==> src/logic/core_defines.svh <==
//------------------------------
// Core configuration macros
// Field widths, stack depths and opcode values
//------------------------------
`ifndef CORE_DEFINES_SVH
`define CORE_DEFINES_SVH

// Instruction fields ----------
// Opcode sits in the upper bits, operand in the lower
`define CORE_OPCODE_W     7
`define CORE_OPERAND_W    9
`define CORE_INSTR_W      16

// Datapath widths -------------
`define CORE_ADDR_W       9
`define CORE_WORD_W       16

// Stack depths
`define CORE_RSTACK_DEPTH 8
`define CORE_DSTACK_DEPTH 8

// Opcode values ---------------
`define CORE_OP_NOP       0
`define CORE_OP_LOD       1
`define CORE_OP_STO       2
`define CORE_OP_ADD       3
`define CORE_OP_XOR       4
`define CORE_OP_PSH       5
`define CORE_OP_PAD       6
// Flow control, handled in fetch
`define CORE_OP_JMP       12
`define CORE_OP_JIZ       13
`define CORE_OP_CAL       14
`define CORE_OP_RET       15

`endif
==> src/logic/core_pkg.sv <==
//------------------------------
// Core types
// Address, word, operand and opcode types
//------------------------------
`include "core_defines.svh"

package core_pkg;

	// Instruction and data address
	typedef logic [`CORE_ADDR_W-1:0] addr_t;

	// Data word, accumulator and stack payload
	typedef logic [`CORE_WORD_W-1:0] word_t;

	// Immediate field of an instruction
	typedef logic [`CORE_OPERAND_W-1:0] operand_t;

	// Opcode set ------------------
	// Codes outside the list behave as NOP
	typedef enum logic [`CORE_OPCODE_W-1:0] {
		OP_NOP = `CORE_OP_NOP,
		OP_LOD = `CORE_OP_LOD,
		OP_STO = `CORE_OP_STO,
		OP_ADD = `CORE_OP_ADD,
		OP_XOR = `CORE_OP_XOR,
		OP_PSH = `CORE_OP_PSH,
		OP_PAD = `CORE_OP_PAD,
		OP_JMP = `CORE_OP_JMP,
		OP_JIZ = `CORE_OP_JIZ,
		OP_CAL = `CORE_OP_CAL,
		OP_RET = `CORE_OP_RET
	} opcode_e;

endpackage

==> src/logic/core.sv <==
//------------------------------
// Processor core top
// Fetch and execute wired to the memory ports
//------------------------------
`timescale 1ns/1ps
`include "core_defines.svh"

module core (
	input  logic                     clk,
	input  logic                     rst,
	input  logic [`CORE_INSTR_W-1:0] instr,
	output core_pkg::addr_t          instr_addr,
	output logic                     mem_wr,
	output core_pkg::addr_t          mem_addr,
	input  core_pkg::word_t          mem_data_in,
	output core_pkg::word_t          mem_data_out
);

	import core_pkg::*;

	// Fetch to execute
	opcode_e  fe_opcode;
	operand_t fe_operand;
	// Execute back to fetch
	logic     ex_acc_lsb;

	// Fetch -----------------------
	instr_fetch u_fetch (
		.clk       (clk),
		.rst       (rst),
		.instr     (instr),
		.acc_lsb   (ex_acc_lsb),
		.instr_addr(instr_addr),
		.opcode    (fe_opcode),
		.operand   (fe_operand)
	);

	// Execute ---------------------
	execute u_exec (
		.clk         (clk),
		.rst         (rst),
		.opcode      (fe_opcode),
		.operand     (fe_operand),
		.mem_data_in (mem_data_in),
		.mem_wr      (mem_wr),
		.mem_addr    (mem_addr),
		.mem_data_out(mem_data_out),
		.acc_lsb     (ex_acc_lsb)
	);

endmodule

==> src/logic/execute.sv <==
//------------------------------
// Execute stage
// Registered decode, ALU, accumulator, data stack
//------------------------------
`timescale 1ns/1ps
`include "core_defines.svh"

module execute (
	input  logic               clk,
	input  logic               rst,
	input  core_pkg::opcode_e  opcode,
	input  core_pkg::operand_t operand,
	input  core_pkg::word_t    mem_data_in,
	output logic               mem_wr,
	output core_pkg::addr_t    mem_addr,
	output core_pkg::word_t    mem_data_out,
	output logic               acc_lsb
);

	import core_pkg::*;

	// Instruction in its execute cycle
	opcode_e  op_q;
	operand_t operand_q;

	word_t acc;
	word_t alu_out;
	word_t dstack_top;

	logic is_sto;
	logic is_psh;
	logic is_pad;

	// Decode register -------------
	always_ff @(posedge clk or posedge rst) begin
		if (rst) begin
			op_q <= OP_NOP;
		end else begin
			op_q <= opcode;
		end
	end

	always_ff @(posedge clk) begin
		operand_q <= operand;
	end

	assign is_sto = (op_q == OP_STO);
	assign is_psh = (op_q == OP_PSH);
	assign is_pad = (op_q == OP_PAD);

	// Memory port -----------------
	// Read address runs a cycle early for the synchronous RAM
	assign mem_addr     = is_sto ? addr_t'(operand_q) : addr_t'(operand);
	assign mem_wr       = is_sto;
	assign mem_data_out = acc;

	// ALU -------------------------
	always_comb begin
		case (op_q)
			OP_LOD: alu_out = mem_data_in;
			OP_ADD: alu_out = acc + mem_data_in;
			OP_XOR: alu_out = acc ^ mem_data_in;
			OP_PAD: alu_out = acc + dstack_top;
			// STO, PSH, NOP and branches hold the value
			default: alu_out = acc;
		endcase
	end

	// Fetch needs this for JIZ
	assign acc_lsb = alu_out[0];

	// Accumulator
	always_ff @(posedge clk or posedge rst) begin
		if (rst) begin
			acc <= '0;
		end else begin
			acc <= alu_out;
		end
	end

	// Data stack ------------------
	lifo #(
		.payload_t(word_t),
		.DEPTH    (`CORE_DSTACK_DEPTH)
	) u_dstack (
		.clk (clk),
		.rst (rst),
		.push(is_psh),
		.pop (is_pad),
		.din (acc),
		.top (dstack_top)
	);

endmodule

==> src/logic/instr_fetch.sv <==
//------------------------------
// Instruction fetch
// Program counter, branch prefetch and return stack
//------------------------------
`timescale 1ns/1ps
`include "core_defines.svh"

module instr_fetch (
	input  logic                     clk,
	input  logic                     rst,
	input  logic [`CORE_INSTR_W-1:0] instr,
	input  logic                     acc_lsb,
	output core_pkg::addr_t          instr_addr,
	output core_pkg::opcode_e        opcode,
	output core_pkg::operand_t       operand
);

	import core_pkg::*;

	// Address after the instruction on instr
	addr_t pc;
	// Return address from the stack
	addr_t ret_addr;

	logic is_jmp;
	logic is_jiz;
	logic is_cal;
	logic is_ret;
	logic take_operand;

	// Field split -----------------
	assign opcode  = opcode_e'(instr[`CORE_INSTR_W-1 -: `CORE_OPCODE_W]);
	assign operand = instr[`CORE_OPERAND_W-1:0];

	// Flow control decode
	assign is_jmp = (opcode == OP_JMP);
	assign is_jiz = (opcode == OP_JIZ);
	assign is_cal = (opcode == OP_CAL);
	assign is_ret = (opcode == OP_RET);

	// JIZ looks at the ALU result of the instruction now executing
	assign take_operand = is_jmp | is_cal | (is_jiz & ~acc_lsb);

	// Next address ----------------
	always_comb begin
		if (is_ret) begin
			instr_addr = ret_addr;
		end else if (take_operand) begin
			instr_addr = addr_t'(operand);
		end else begin
			instr_addr = pc;
		end
	end

	// PC runs one ahead of the chosen address
	always_ff @(posedge clk or posedge rst) begin
		if (rst) begin
			pc <= '0;
		end else begin
			pc <= instr_addr + 1'b1;
		end
	end

	// Return stack ----------------
	// CAL saves the address after itself, RET pops it
	lifo #(
		.payload_t(addr_t),
		.DEPTH    (`CORE_RSTACK_DEPTH)
	) u_rstack (
		.clk (clk),
		.rst (rst),
		.push(is_cal),
		.pop (is_ret),
		.din (pc),
		.top (ret_addr)
	);

endmodule

==> src/logic/lifo.sv <==
//------------------------------
// LIFO stack
// Pointer plus memory, top read combinationally
//------------------------------
`timescale 1ns/1ps

module lifo #(
	parameter type payload_t = logic [7:0],
	parameter int  DEPTH     = 8
) (
	input  logic     clk,
	input  logic     rst,
	input  logic     push,
	input  logic     pop,
	input  payload_t din,
	output payload_t top
);

	// Pointer wide enough to index DEPTH entries
	localparam int PTR_W = (DEPTH > 1) ? $clog2(DEPTH) : 1;

	// Pointer to the next free slot
	logic [PTR_W-1:0] ptr;
	payload_t         mem [DEPTH];

	// Pointer ---------------------
	// Push wins if both arrive together
	always_ff @(posedge clk or posedge rst) begin
		if (rst) begin
			ptr <= '0;
		end else if (push) begin
			ptr <= ptr + 1'b1;
		end else if (pop) begin
			ptr <= ptr - 1'b1;
		end
	end

	// Storage ---------------------
	always_ff @(posedge clk) begin
		if (push) begin
			mem[ptr] <= din;
		end
	end

	// Last pushed entry sits one below the pointer
	assign top = mem[ptr - 1'b1];

endmodule

==> config.mk <==
export PLATFORM = sky130hd
export DESIGN_NAME = core
export DESIGN_NICKNAME = d
export VERILOG_FILES = /design/src/logic/core_pkg.sv /design/src/logic/core.sv /design/src/logic/execute.sv /design/src/logic/instr_fetch.sv /design/src/logic/lifo.sv
export VERILOG_INCLUDE_DIRS = /design/src /design/src/logic
export SDC_FILE = /design/constraint.sdc
export NUM_CORES = 1
export LEC_CHECK = 0
export ABC_AREA = 1
export BUFFER_PORTS_ARGS = -buffer_cell sky130_fd_sc_hd__buf_2
export CORE_ASPECT_RATIO = 0.7
export CORE_MARGIN = 2
export CORE_UTILIZATION = 50
export DETAILED_ROUTE_END_ITERATION = 16
export PLACE_DENSITY_LB_ADDON = 0.25
export SLEW_MARGIN = 40
export SYNTH_ARGS = -nofsm -noshare
export SYNTH_HDL_FRONTEND = slang
export SYNTH_HIERARCHICAL = 1
export SYNTH_SLANG_ARGS = --single-unit
==> constraint.sdc <==
create_clock -name clk -period 5.4 [get_ports clk]
set_input_delay 1.08 -clock clk [delete_from_list [all_inputs] [get_ports clk]]
set_output_delay 1.08 -clock clk [all_outputs]
set_load 0.02 [all_outputs]
======== Word level (Yosys, flattened, before mapping) ========
Memory sizes are Yosys's and may differ from the RTL's.
Index checks and enable logic that the tools add are counted.
word-level totals
  flip-flop bits (word level) ............. 47
  bits in latches ......................... 0
  bits in writable memories ............... 200
  ROM bits ................................ 0
  input bits .............................. 34
  output and inout bits ................... 35
  memories ................................ 2
operators by class
  $add $sub $neg .......................... 7
  multipliers ............................. 0
  div/mod/pow operators ................... 0
  magnitude comparators ................... 0
  equality and inequality tests ........... 10
  shifts and indexed selects .............. 0
  mux-type cells .......................... 12
  bitwise operators ....................... 5
  reductions and logical operators ........ 3
memories
  memory                words  bits a word  read ports  clocked after Yosys merged registers in  wr ports  line        RTL
  u_exec.u_dstack.mem   8      16           1           0                                        1         lifo.sv:24  payload_t mem [DEPTH];
  u_fetch.u_rstack.mem  8      9            1           0                                        1         lifo.sv:24
operator list
  cell                 count
  $pmux 16 s4          1
  $add 16x16->16       2
  $eq 7x4->1 const B   4
  $mux 9               3
  $eq 7x3->1 const B   3
  $xor 16x16->16       1
  $eq 7x2->1 const B   2
  $mux 3               4
  $add 9x1->9 const B  1
  $eq 7x1->1 const B   1
  $add 3x1->3 const B  2
  $sub 3x1->3 const B  2
  $mux 1               4
  $reduce_bool 2->1    2
  $reduce_bool 4->1    1
  $or 1x1->1           2
  $and 1x1->1          1
  $not 1->1            1

======== Depth between registers and ports, before layout ========
Gate-level depths: netlist (run 1).
An unclocked memory read counts as a cell.
  depth in word-level cells ............... 10
  gate-level depth with buffers ........... 26
  gate-level depth less buffers ........... 22

======== Hierarchy ========
The synthesis (run 1) kept the hierarchy.
modules (own cells, without submodules)
  module                    instances  cells each  area an instance (um^2)  sequential area each (um^2)
  lifo at u_exec.u_dstack   1          590         5814.3                   3918.8
  lifo at u_fetch.u_rstack  1          348         3402.0                   2237.1
  execute                   1          411         2668.8                   755.7
  instr_fetch               1          143         1034.7                   225.2

======== Worst setup path after synthesis (run 1) ========
Ideal clock, no wire load.
  path type ............................... reg2out
  from .................................... register u_exec.u_dstack.ptr[0]
  to ...................................... output port instr_addr[8]
  arrival ................................. 2971 ps
  slack ................................... 1349 ps
  cell stages (with the launch flop) ...... 21
  path through ............................ dfrtp_1 inv_2 buf_4 buf_2 ha_1 buf_2 clkbuf_1 nand3_1 nand2_1 nand2_1 nand2_1 nand2_1 nand2_1 ha_1 nand2_1 nand3_1 o21ai_4 nand3_4 nand2_1 o211ai_1 o21ai_1
between the ends
  word-level cells in the longest chain between the ends .. 9
RTL lines
  element                   line               RTL
  start: declaration        lifo.sv:23         logic [PTR_W-1:0] ptr;
  start signal: assignment  lifo.sv:32         ptr <= ptr + 1'b1;
  start signal: assignment  lifo.sv:34         ptr <= ptr - 1'b1;
  $sub 3x1->3               lifo.sv:46         assign top = mem[ptr - 1'b1];
  $mem_v2 8x16              -
  via u_exec.dstack_top[0]  execute.sv:28      word_t dstack_top;
  $add 16x16->16            execute.sv:63      OP_PAD: alu_out = acc + dstack_top;
  $pmux 16 s4               execute.sv:59      case (op_q)
  via ex_acc_lsb            core.sv:25         logic ex_acc_lsb;
  $not 1->1                 instr_fetch.sv:42  assign take_operand = is_jmp | is_cal | (is_jiz & ~acc_lsb);
  $and 1x1->1               instr_fetch.sv:42
  $or 1x1->1                instr_fetch.sv:42
  $mux 9                    instr_fetch.sv:48  end else if (take_operand) begin
  $mux 9                    instr_fetch.sv:46  if (is_ret) begin
  end: declaration          core.sv:12         output core_pkg::addr_t instr_addr,
The timed path passes the listed nets, and every way through them passes these cells.

======== Final worst setup path (run 1) ========
  from .................................... register u_exec.u_dstack.ptr[1]
  to ...................................... output port instr_addr[8]
The elaborated chain is that of the path after synthesis.

==> results of run 1 <==
[power groups by stage]
stage | clock [uW] | combinational (uW) | sequential, uW
final | 1970 | 2900 | 2690
after global routing | 2070 | 3210 | 2730
after CTS | 2000 | 2860 | 2690
after detailed placement | 0 | 2840 | 2730
after global placement | 0 | 2800 | 2720
after floorplan | 0 | 2070 | 2640
[worst max-delay path, cell delays in order, from the launching register on]
cell and delay (ns):
dfrtp_1 0.42, inv_1 0.10, ha_1 0.24, xnor2_2 0.51
inv_4 0.20, nand2_1 0.11, nand2_1 0.11, nand2_1 0.09
nand2_1 0.05, ha_1 0.26, nand2_1 0.06, nand3_1 0.16
o21ai_4 0.33, nand3_4 0.19, nand2_1 0.10, o211ai_1 0.08
o21ai_1 0.15, buf_2 0.20
[metal layers]
layer | share of wire | track usage
met3 | 0.091 | 0.0312
met1 | 0.48 | 0.370
met2 | 0.41 | 0.324
met5 | 0 | 0
met4 | 0.015 | 0.0423
[cell type report]
| type | instances | area, sq um |
|---|---|---|
| timing repair buffer | 77 | 408 |
| inverter | 286 | 1080 |
| tap | 331 | 414 |
| fill | 2220 | 11200 |
| clock buffer | 31 | 701 |
| multi-input combinational | 900 | 4400 |
| sequential | 247 | 7140 |
| clock inverter | 17 | 249 |
[worst min path at each step]
stage	end	slack (ns)	cells after the start
after floorplan	u_fetch/u_rstack/mem[0][0]$_DFFE_PP_	0.54	0
after global placement	u_exec/u_dstack/ptr[1]$_DFFE_PP0P_	0.57	2
after detailed placement	u_exec/u_dstack/ptr[2]$_DFFE_PP0P_	0.59	2
after CTS	u_fetch/u_rstack/ptr[1]$_DFFE_PP0P_	0.50	2
after global routing	u_fetch/u_rstack/ptr[1]$_DFFE_PP0P_	0.50	2
final	u_fetch/u_rstack/ptr[1]$_DFFE_PP0P_	0.50	2
[logic make-up after synthesis]
kind of cell	after synthesis	share of synthesized area
compound gates	33	0.0156
simple gates	828	0.282
xor+xnor	16	0.0126
flops	247	0.552
buf+inv	345	0.114
fa+ha+maj	23	0.0229
[flip-flops by register name (all words and copies together), names as in the netlist]
signal,count
u_fetch/pc,9
u_exec/u_dstack/ptr,3
u_fetch/u_rstack/mem,72
u_fetch/u_rstack/ptr,3
u_exec/op_q,7
u_exec/mem_data_out,16
u_exec/u_dstack/mem,128
u_exec/operand_q,9
[Yosys cell counts (all sizes together)]
library cell  instances
a21oi                11
and2                  1
buf                  52
clkbuf                7
clkinv                2
dfrtp                38
dfxtp                 9
edfxtp              200
fa                    1
ha                   22
inv                 284
nand2               587
nand3               155
nand3b               11
nand4                 6
nor2                 51
nor3                  8
nor4                  2
o2111ai               3
o211ai                3
o21ai                15
o21bai                1
or2                   7
xnor2                 3
xor2                 13
[through the flow]
| step | instance area (sq um) | total power, uW | hold WS [ns] | cells | utilization |
|---|---|---|---|---|---|
| 6_report | 14400 | 7560 | 0.504 | 1889 | 0.563 |
| 5_1_grt | 14400 | 8000 | 0.504 | 1889 | 0.563 |
| 4_1_cts | 14400 | 7550 | 0.499 | 1889 | 0.562 |
| 3_5_place_dp | 13400 | 5570 | 0.587 | 1841 | 0.525 |
| 3_3_place_gp | 13400 | 5520 | 0.574 | 1841 | 0.523 |
| 2_1_floorplan | 12900 | 4700 | 0.540 | 1492 | - |
==> results.txt, run 1 <==
----------------------------------------------------
[Placed design]
  Final weighted congestion of routability-driven global placement ... between 0.8 and 0.9
  HPWL reported at the end of detailed placement ... ~20 mm
  Post-placement worst setup slack ... just under 1 ns
  Number of buffers added on ports ... ~70

[CTS]
  Number of buffers added by the clock tree synthesis step ... 26
  Number of sinks driven by the clock tree ... approximately 250
  Hold buffer count at CTS ... 0
  Setup bufs post-CTS ... 0
  Count of cells resized by post-cts repair ... 0
  Max Buffers Root-to-Sink ... 3
  Worst skew pair latency ... 0.52 ns
  CTS Root Cell ... clkbuf_16
  TritonCTS clock tree ... yes
  Clock-pin slew on the worst setup and hold paths ... 0.06 ns
  CTS HTree Levels ... 1

[Setup path]
  Largest fanout on the critical path ... 16
  Worst path arrival time ... between 3 and 4 ns
  Reg2reg path depth ... 21
  Critical Path Source Type ... flip-flop
  Nature of the critical path endpoint ... output port
  FF-to-FF setup slack ... about 1.7 ns
  Worst setup path end ... instr_addr[8]
  End of the worst register-to-register path ... u_fetch/pc[8]$_DFF_PP0_
  Launch point of the worst path ... u_exec/u_dstack/ptr[1]$_DFFE_PP0P_
  Category of the most critical setup path ... flip-flop to output port
  CP required ... 4.32 ns
  Startpoint of the worst-slack reg-to-reg timing path ... u_exec/u_dstack/ptr[1]$_DFFE_PP0P_

[Global route]
  Maximum number of pins on one net before global-route repair ... 67
  Number of global-route vias before repair ... ~8800
  Total routing usage reported by global routing ... 0.227
  Total congestion overflow after global routing ... 0
  Wire length of the first global-routing pass ... 47.9 mm
  Antenna violations before repair ... 0

[Power]
  Cell internal pwr ... around 4500 uW
  Fraction of power consumed by combinational cells ... 0.383
  Net switching component of the power ... approximately 3100 uW
  Max rail drop VDD ... between 300 and 400 uV
  Power density over the cells ... ~530 nW/um^2
  Net switching share of the total power ... 0.411
  Clk network pwr share ... 0.261
  Register share of total power ... 0.356
  Leakage component of the power ... slightly below 0.007 uW

[Drt]
  Number of DRC violations after detailed-routing iteration 0 ... between 1000 and 1500
  Average detailed-routed wire length per instance ... 16.4 um
  Total via count after detailed routing ... 9684
  ANT nets after route ... 0
  WL final ... 30.9 mm
  First-pass iteration count of the detailed router ... 7
  DR DRC count ... 0
  Via-to-Cell Ratio ... a little over 5

[Floorplan]
  Die outline height ... about 140 um
  Die outline width ... between 150 and 200 um
  Initial cell density of the core ... 0.505
  Top-level port count ... about 70
  Site Rows ... 49
  Die outline area ... 27200 sq um
  Std-Cell Core Area ... 25600 sq um

[Finish]
  Fraction of final layout cells with drive strength greater than 1 ... 0.130
  Most frequent standard cell in the layout excluding fill and tap cells ... nand2_1
  Top library cells by usage in the layout, fill and taps aside ... nand2_1 (565), inv_1 (272), edfxtp_1 (200), nand3_1 (145), buf_2 (68)
  Final net count ... 1595
  Area growth from synthesis to layout ... 11.4%
  Antenna Cells ... 0

[Timing]
  Final clock period utilization by the worst path ... 0.921
  Pins over their slew limit ... 0
  Number of failing setup endpoints in the final timing report ... 0
  Hold violation total from the final report ... 0
  PnR worst setup slack ... 0.425 ns
  Period minus WS final ... 4.97 ns
  RSZ-0062 raised after global routing ... false
  Setup TNS ... 0 ns
  Max-slew headroom ... 0.502
  Transition time at the pin with the least slew margin ... ~0.75 ns
  Achievable Freq ... around 0.2 GHz
  Clock skew ... 0.0108 ns

[Synth]
  Number of cells produced by synthesis ... around 1500
  Number of nets in the synthesized netlist ... roughly 1500
  Share of Yosys cell area claimed by the top area cell type ... 0.465
  Share of synthesized area occupied by flip-flops and latches ... 0.552
  Library cells used by synthesis ... 46
  Cell type with the largest total area after synthesis ... edfxtp_1
  Largest cells by area after synthesis ... edfxtp_1 (46%), nand2_1 (16%), inv_1 (7.9%)
  Synthesis warning total ... 6
  Yosys reg bits ... ~250
  Post-synthesis instance area ... 12900 sq um
  Post-Syn Area per Cell ... roughly 8.7 sq um

[Hold path]
  Class of the most critical hold timing path ... primary input to asynchronous set/reset pin

[Outcome]
  Run status ... finished, final reports clean

[Job]
  # Max-Cap Violations ... 0

----------------------------------------------------
Power figures use the tool's default switching activity.
==> run 2: changes to the inputs <==
CTS_CLUSTER_DIAMETER = 80   (was not set)
GPL_TIMING_DRIVEN = 1   (was not set)
clock period = 4.9 ns   (was 5.4 ns; I/O delays follow)
==> run 2 against run 1 <==
Compared with the run above:
- worst setup slack got worse by 0.21 ns
- largest power group unchanged
- register-to-register slack got worse by 0.27 ns
- die area did not move
==> results.txt, run 2 (synthesis gave the netlist of run 1 again) <==
----------------------------------------------------
[Global route]
  Wire length of the first global-routing pass ... 48.9 mm (+2.1%)
  Antenna violations before repair ... 0 (unchanged)
  Total congestion overflow after global routing ... 0 (unchanged)
  Number of global-route vias before repair ... 8947 (+2.1%)
  Total routing usage reported by global routing ... 0.230 (+0.00275)
  Maximum number of pins on one net before global-route repair ... 67 (unchanged)

[Finish]
  Cell area after layout ... 14400 sq um (+0.37%)
  Most frequent standard cell in the layout excluding fill and tap cells ... nand2_1
  Top library cells by usage in the layout, fill and taps aside ... nand2_1 (565), inv_1 (272), edfxtp_1 (200), nand3_1 (145), buf_2 (68)
  Final net count ... 1607 (+0.75%)
  Fraction of final layout cells with drive strength greater than 1 ... 0.136 (+0.00529)
  Number of flip-flops in the largest register ... 128 (unchanged)
  Top reg by flops ... u_exec/u_dstack/mem
  Area growth from synthesis to layout ... 11.8%

[Setup path]
  CP required ... 3.92 ns (-0.40 ns)
  Worst path arrival time ... 3.70 ns (-0.19 ns)
  Category of the most critical setup path ... flip-flop to output port
  Largest fanout on the critical path ... 16 (unchanged)
  Nature of the critical path endpoint ... output port
  Critical Path Source Type ... flip-flop

[CTS]
  Number of buffers added by the clock tree synthesis step ... 27 (+3.8%)
  Number of sinks driven by the clock tree ... 247 (unchanged)
  Worst skew pair latency ... 0.54 ns (+0.02 ns)
  Max Buffers Root-to-Sink ... 3 (unchanged)
  CTS HTree Levels ... 1 (unchanged)
  TritonCTS clock tree ... yes
  Clock-pin slew on the worst setup and hold paths ... 0.06 ns (about the same)
  CTS Root Cell ... clkbuf_16

[Timing]
  Achievable Freq ... around 0.21 GHz
  Setup TNS ... 0 ns (unchanged)
  Transition time at the pin with the least slew margin ... 0.739 ns (-0.00788 ns)
  RSZ-0062 raised after global routing ... false
  Period minus WS final ... between 4 and 5 ns
  Final clock period utilization by the worst path ... 0.956
  Number of failing setup endpoints in the final timing report ... 0 (unchanged)
  Max-slew headroom ... 0.505 (+0.00299)
  Clock skew ... 0.0254 ns (+0.0146 ns)
  Pins over their slew limit ... 0 (unchanged)
  Hold violation total from the final report ... 0 (unchanged)

[Floorplan]
  Site Rows ... 49 (unchanged)
  Std-Cell Core Area ... 25600 sq um (unchanged)
  Top-level port count ... 69 (unchanged)
  Die outline area ... 27200 sq um (unchanged)
  Die outline height ... 138 um (unchanged)
  Initial cell density of the core ... 0.505 (unchanged)
  Die outline width ... 196 um (unchanged)

[Drt]
  WL final ... 31.1 mm (+0.51%)
  Total via count after detailed routing ... 9719 (+0.36%)
  Via-to-Cell Ratio ... 5.11 (-0.38%)
  Average detailed-routed wire length per instance ... 16.3 um (-0.22%)
  DR DRC count ... 0 (unchanged)
  ANT nets after route ... 0 (unchanged)
  First-pass iteration count of the detailed router ... 5 (-2)
  Number of DRC violations after detailed-routing iteration 0 ... 939 (-13%)

[Power]
  Max rail drop VDD ... 337 uV (-1.8%)
  Power density over the cells ... 572 nW/um^2 (+8.8%)
  Leakage component of the power ... 0.00699 uW (+0.52%)

[Placed design]
  HPWL reported at the end of detailed placement ... 20.1 mm (+0.58%)
  Placed cell area ... 13500 sq um (+0.35%)
  Final weighted congestion of routability-driven global placement ... 0.919 (+5.5%)
  Number of buffers added on ports ... 68 (unchanged)

[Job]
  # Max-Cap Violations ... 0 (unchanged)

[Outcome]
  Run status ... finished, final reports clean

[Hold path]
  Class of the most critical hold timing path ... primary input to asynchronous set/reset pin

----------------------------------------------------
-- run 2: cell count changes in the layout (fill, tap and decap cells not counted), sizes merged --
cell and change:
clkinvlp +2, clkinv -2, inv +1, buf +11
clkbuf +5, diode +1, bufinv -4
-- run 2: what timing repair did --
action | in CTS | in global routing
buffers inserted | 0 | 3
resized for setup | 0 | 3
hold buffers | 0 | 0
setup endpoints to repair | 0 | 9
-- run 2: final timing paths --
| check | cells past startpoint | endpoint | slack (ns) | start |
|---|---|---|---|---|
| worst max-delay path | 19 | instr_addr[8] | 0.22 | u_exec/u_dstack/ptr[0]$_DFFE_PP0P_ |
| worst min-delay path | 2 | u_fetch/u_rstack/ptr[2]$_DFFE_PP0P_ | 0.39 | rst |
| worst max register to register | 23 | u_fetch/pc[8]$_DFF_PP0_ | 1.42 | u_exec/u_dstack/ptr[0]$_DFFE_PP0P_ |
| worst min register to register | 2 | u_fetch/u_rstack/ptr[1]$_DFFE_PP0P_ | 0.63 | u_fetch/u_rstack/ptr[1]$_DFFE_PP0P_ |
| max in group asynchronous | 2 | u_exec/mem_data_out[11]$_DFFE_PP0P_ | 3.97 | rst |
| min in group clk | 1 | u_exec/op_q[5]$_DFF_PP0_ | 0.56 | instr[14] |
-- run 2: area by class of cell --
class | instances | area, sq um
Antenna cell | 1 | 2.50
Clock buffer | 36 | 761
Clock inverter | 14 | 159
Fill cell | 2214 | 11100
Inverter | 286 | 1080
Multi-Input combinational cell | 900 | 4390
Sequential cell | 247 | 7140
Tap cell | 331 | 414
Timing Repair Buffer | 88 | 490
-- run 2: per-stage QoR --
| step | worst slack (ns) | utilization | std cells | hold WS, ns | total power, uW |
|---|---|---|---|---|---|
| finish | 0.215 | 0.565 | 1903 | 0.390 | 8250 |
| CTS | 0.0610 | 0.563 | 1899 | 0.381 | 8210 |
| global placement | 0.708 | 0.525 | 1849 | 0.578 | 6080 |
| floorplan | 0.949 | - | 1492 | 0.540 | 5180 |
| detailed placement | 0.652 | 0.527 | 1849 | 0.588 | 6130 |
| global route | 0.000305 | 0.565 | 1902 | 0.380 | 8750 |
-- run 2: power breakdown --
part           switching (uW)  internal (uW)
Sequential                369           2600
Clock                     864           1210
Combinational            2210            997
Total                    3450           4810
-- run 2: per-layer routing --
| metal | up-vias | GRT usage | wire [um] |
|---|---|---|---|
| met5 | - | 0 | 0 |
| met4 | 0 | 0.0415 | 472 |
| met3 | 36 | 0.0344 | 2530 |
| met2 | 348 | 0.322 | 12800 |
| met1 | 4574 | 0.377 | 15300 |
| li1 | 4761 | - | - |
-- run 2: critical path, stage by stage (launching register included) --
cell and delay (ns):
dfrtp_2 0.42, inv_4 0.14, ha_1 0.27, buf_4 0.20, inv_2 0.18, nand3_1 0.10, nand2_1 0.07, nand2_1 0.05
nand2_1 0.15, nand2_1 0.07, nand2_1 0.07, ha_1 0.22, nand2_1 0.06, nand3_1 0.14, o21ai_4 0.30, nand3_4 0.18
nand2_1 0.10, o211ai_1 0.08, o21ai_1 0.15, buf_2 0.21
==> run 3: changes to the inputs <==
ABC_AREA = not set   (was 1)
CELL_PAD_IN_SITES_DETAIL_PLACEMENT = 1   (was not set)
CELL_PAD_IN_SITES_GLOBAL_PLACEMENT = 2   (was not set)
CORE_UTILIZATION = 43   (was 50)
==> run 3 against run 2 <==
Compared with the run above:
- worst setup slack better by 0.023 ns
- combinational power down 17%
- routed wire length down 0.49%
- critical path depth down 4
- largest power group is now sequential cells
- area after synthesis down 8.7%
- largest cell class unchanged
- synthesized cell count down 39%
- maximum frequency up 0.49%
- clock-buffer cell count down 1
==> results.txt, run 3 <==
----------------------------------------------------
[Power]
  Net switching component of the power ... 2570 uW (-25%)
  Power density over the cells ... 552 nW/um^2 (-3.4%)
  Clk network pwr share ... 0.271 (+0.019)
  Leakage component of the power ... 0.00496 uW (-29%)
  Register share of total power ... 0.372 (+0.012)
  Net switching share of the total power ... 0.345 (-0.0720)
  Max rail drop VDD ... 355 uV (+5.3%)
  Cell internal pwr ... 4870 uW (+1.3%)
  Fraction of power consumed by combinational cells ... 0.357 (-0.032)

[Synth]
  Cell type with the largest total area after synthesis ... edfxtp_1
  Post-Syn Area per Cell ... 12.9 sq um (+49%)
  Share of synthesized area occupied by flip-flops and latches ... 0.605 (+0.0527)
  Cell with the most instances after synthesis ... edfxtp_1
  Number of nets in the synthesized netlist ... 972 (-37%)
  Number of cells produced by synthesis ... 915 (-39%)
  EDFF count, synth ... 200 (unchanged)
  Library cells used by synthesis ... 69 (+50%)
  Share of Yosys cell area claimed by the top area cell type ... 0.509 (+0.0444)
  Post-synthesis instance area ... 11800 sq um (-8.7%)
  Synthesis warning total ... 6 (unchanged)
  Most common flop cell mapped by yosys ... edfxtp_1
  Commonest cells in the netlist ... edfxtp_1 (200), nand2_1 (121), nand3_1 (76)
  Yosys reg bits ... 247 (unchanged)
  Async set-or-reset flop fraction in the synthesized netlist ... 0.154 (unchanged)
  Largest cells by area after synthesis ... edfxtp_1 (51%), dfrtp_1 (8.1%), mux2i_1 (5.7%)

[Floorplan]
  Die outline height ... 143 um (+2.9%)
  Site Rows ... 50 (+2.0%)
  Top-level port count ... 69 (unchanged)
  Die outline area ... 28800 sq um (+6.0%)
  Initial cell density of the core ... 0.439 (-0.0659)
  Std-Cell Core Area ... 26800 sq um (+5.0%)
  Die outline width ... 202 um (+3.0%)

[Setup path]
  End of the worst register-to-register path ... u_exec/mem_data_out[13]$_DFFE_PP0P_
  Worst path arrival time ... 3.68 ns (-0.02 ns)
  Startpoint of the worst-slack reg-to-reg timing path ... u_exec/u_dstack/ptr[1]$_DFFE_PP0P_
  FF-to-FF setup slack ... 0.89 ns (-0.53 ns)
  Reg2reg path depth ... 16 (-30%)
  Category of the most critical setup path ... flip-flop to output port
  Nature of the critical path endpoint ... output port
  Largest fanout on the critical path ... 9 (-7)
  CP required ... 3.92 ns (about the same)
  Critical Path Source Type ... flip-flop

[Timing]
  PnR worst setup slack ... 0.238 ns (+0.0229 ns)
  Number of failing setup endpoints in the final timing report ... 0 (unchanged)
  Post-route worst hold slack ... 0.375 ns (-0.0152 ns)
  Hold violation total from the final report ... 0 (unchanged)
  Final clock period utilization by the worst path ... 0.951 (-0.00468)
  Transition time at the pin with the least slew margin ... 0.657 ns (-0.0823 ns)
  Achievable Freq ... 0.215 GHz (+0.49%)
  Pins over their slew limit ... 0 (unchanged)
  Setup TNS ... 0 ns (unchanged)
  RSZ-0062 raised after global routing ... false
  Period minus WS final ... 4.66 ns (-0.0229 ns)
  Clock skew ... 0.0100 ns (-0.0154 ns)
  Max-slew headroom ... 0.561 (+0.0565)

[Drt]
  Number of DRC violations after detailed-routing iteration 0 ... 384 (-59%)
  First-pass iteration count of the detailed router ... 5 (unchanged)
  Total via count after detailed routing ... 7816 (-20%)
  DR DRC count ... 0 (unchanged)
  Average detailed-routed wire length per instance ... 22.5 um (+38%)
  ANT nets after route ... 0 (unchanged)
  WL final ... 30.9 mm (-0.49%)
  Via-to-Cell Ratio ... 5.69 (+11%)

[Finish]
  Number of flip-flops in the largest register ... 128 (unchanged)
  Total area of multi-input combinational cells ... 4300 sq um (-2.1%)
  Top library cells by usage in the layout, fill and taps aside ... edfxtp_1 (200), nand2_1 (121), nand3_1 (76), buf_2 (68), mux2i_1 (67)
  Fraction of final layout cells with drive strength greater than 1 ... 0.203 (+0.0676)
  Antenna Cells ... 0 (-1)
  Filler cell count ... 2744 (+24%)
  Top reg by flops ... u_exec/u_dstack/mem
  Fraction of the core area covered by cells at the end of the flow ... 0.502 (-0.0629)
  Area growth from synthesis to layout ... 14.2%
  Finished Layout Cells ... 1373 (-28%)
  Area of all sequential standard cells ... 7140 sq um (unchanged)
  Final net count ... 1046 (-35%)
  Most frequent standard cell in the layout excluding fill and tap cells ... edfxtp_1

[Global route]
  Wire length of the first global-routing pass ... 48.0 mm (-1.8%)
  Total congestion overflow after global routing ... 0 (unchanged)
  Maximum number of pins on one net before global-route repair ... 39 (-42%)
  Total routing usage reported by global routing ... 0.219 (-0.0107)
  Number of global-route vias before repair ... 7963 (-11%)
  Antenna violations before repair ... 0 (unchanged)

[Outcome]
  Run status ... finished, final reports clean

[Job]
  # Max-Cap Violations ... 0 (unchanged)

[Placed design]
  Final weighted congestion of routability-driven global placement ... 0.802 (-13%)
  HPWL reported at the end of detailed placement ... 21.1 mm (+5.0%)
  Post-placement worst setup slack ... 0.577 ns (-0.0750 ns)
  Number of cells in the design after placement ... 1322 (-29%)
  Number of buffers added on ports ... 68 (unchanged)

[CTS]
  Number of sinks driven by the clock tree ... 247 (unchanged)
  Max Buffers Root-to-Sink ... 3 (unchanged)
  CTS Root Cell ... clkbuf_16
  Number of buffers added by the clock tree synthesis step ... 26 (-3.7%)
  Worst skew pair latency ... 0.53 ns (about the same)
  Clock-pin slew on the worst setup and hold paths ... 0.06 ns (about the same)
  Hold buffer count at CTS ... 0 (unchanged)
  TritonCTS clock tree ... yes
  CTS HTree Levels ... 1 (unchanged)

[Hold path]
  Class of the most critical hold timing path ... primary input to asynchronous set/reset pin

----------------------------------------------------
==> run 3: changes by cell type after synthesis, moves of 10 or more <==
cell	delta
a21oi_1	+27
and4_1	+16
inv_1	-254
mux2i_1	+67
mux4_2	+10
nand2_1	-444
nand2_2	-14
nand3_1	-69
nand3b_1	-10
o21ai_0	+17
o22ai_1	+14
xnor2_1	+14
==> run 3: worst max-delay path by stage <==
stage,start,cells past startpoint,slack (ns),to
after floorplan,u_exec/u_dstack/ptr[0]$_DFFE_PP0P_,16,0.40,instr_addr[5]
after global placement,u_exec/u_dstack/ptr[1]$_DFFE_PP0P_,13,0.65,instr_addr[5]
after detailed placement,u_exec/u_dstack/ptr[1]$_DFFE_PP0P_,13,0.58,instr_addr[5]
after CTS,u_exec/u_dstack/ptr[1]$_DFFE_PP0P_,13,0.007,instr_addr[5]
after global routing,u_exec/u_dstack/ptr[1]$_DFFE_PP0P_,15,0.008,instr_addr[4]
final,u_exec/u_dstack/ptr[1]$_DFFE_PP0P_,15,0.24,instr_addr[4]
==> run 3: layout make-up <==
class / instances / share of cell area
clock inverter: 13 / 0.0103
multi-input combinational: 587 / 0.319
timing repair buffer: 106 / 0.0464
clock buffer: 35 / 0.0546
tap: 364 / 0.0338
sequential: 247 / 0.530
inverter: 21 / 0.00585
==> run 3: cell families (layout without fill, tap and decap cells) <==
family                   after synthesis  in the layout  synth area share
buffers and inverters                 81            175            0.0364
AND/OR/NAND/NOR                      305            305             0.131
multiplexers                          94             94             0.102
flip-flops                           247            247             0.605
adder cells (fa/ha/maj)               23             23            0.0250
AO/OA/AOI/OAI                        139            139            0.0795
XOR/XNOR                              26             26            0.0206
==> run 3: stage by stage <==
| step | power (uW) | instance area, sq um |
|---|---|---|
| 2_1_floorplan | 4720 | 11800 |
| 4_1_cts | 7510 | 13400 |
| 3_3_place_gp | 5420 | 12500 |
| 5_1_grt | 7830 | 13500 |
| 6_report | 7440 | 13500 |
| 3_5_place_dp | 5470 | 12600 |
==> run 3: routing by layer <==
| layer | share of wire | track usage | up-vias |
|---|---|---|---|
| met4 | 0.013 | 0.0372 | 0 |
| met5 | 0 | 0 | - |
| met1 | 0.52 | 0.347 | 4023 |
| li1 | - | - | 3601 |
| met3 | 0.045 | 0.0307 | 30 |
| met2 | 0.42 | 0.322 | 162 |
==> run 3: worst max-delay path, cell delays in order (launching register included) <==
cell and delay, ns:
dfrtp_2 0.44, inv_1 0.11, ha_4 0.33, mux2i_1 0.20, nand3_1 0.08, and4_1 0.22, nand2_1 0.06, nand2_1 0.06
ha_1 0.28, nand2_1 0.06, nand3_1 0.19, a311oi_4 0.33, buf_4 0.22, buf_4 0.14, a2bb2oi_2 0.21, buf_2 0.21
==> run 3: repair_timing <==
action / CTS / global route
pin swaps: 1 / 1
resized for setup: 0 / 3
setup endpoints to repair: 2 / 9
buffers inserted: 0 / 3
==> run 3: power by group through the flow <==
stage	Combinational, uW	Sequential, uW	Clock, uW
final	2660	2760	2020
after global routing	2900	2800	2140
after CTS	2670	2770	2070
after detailed placement	2660	2810	0
after global placement	2620	2790	0
after floorplan	1980	2740	0
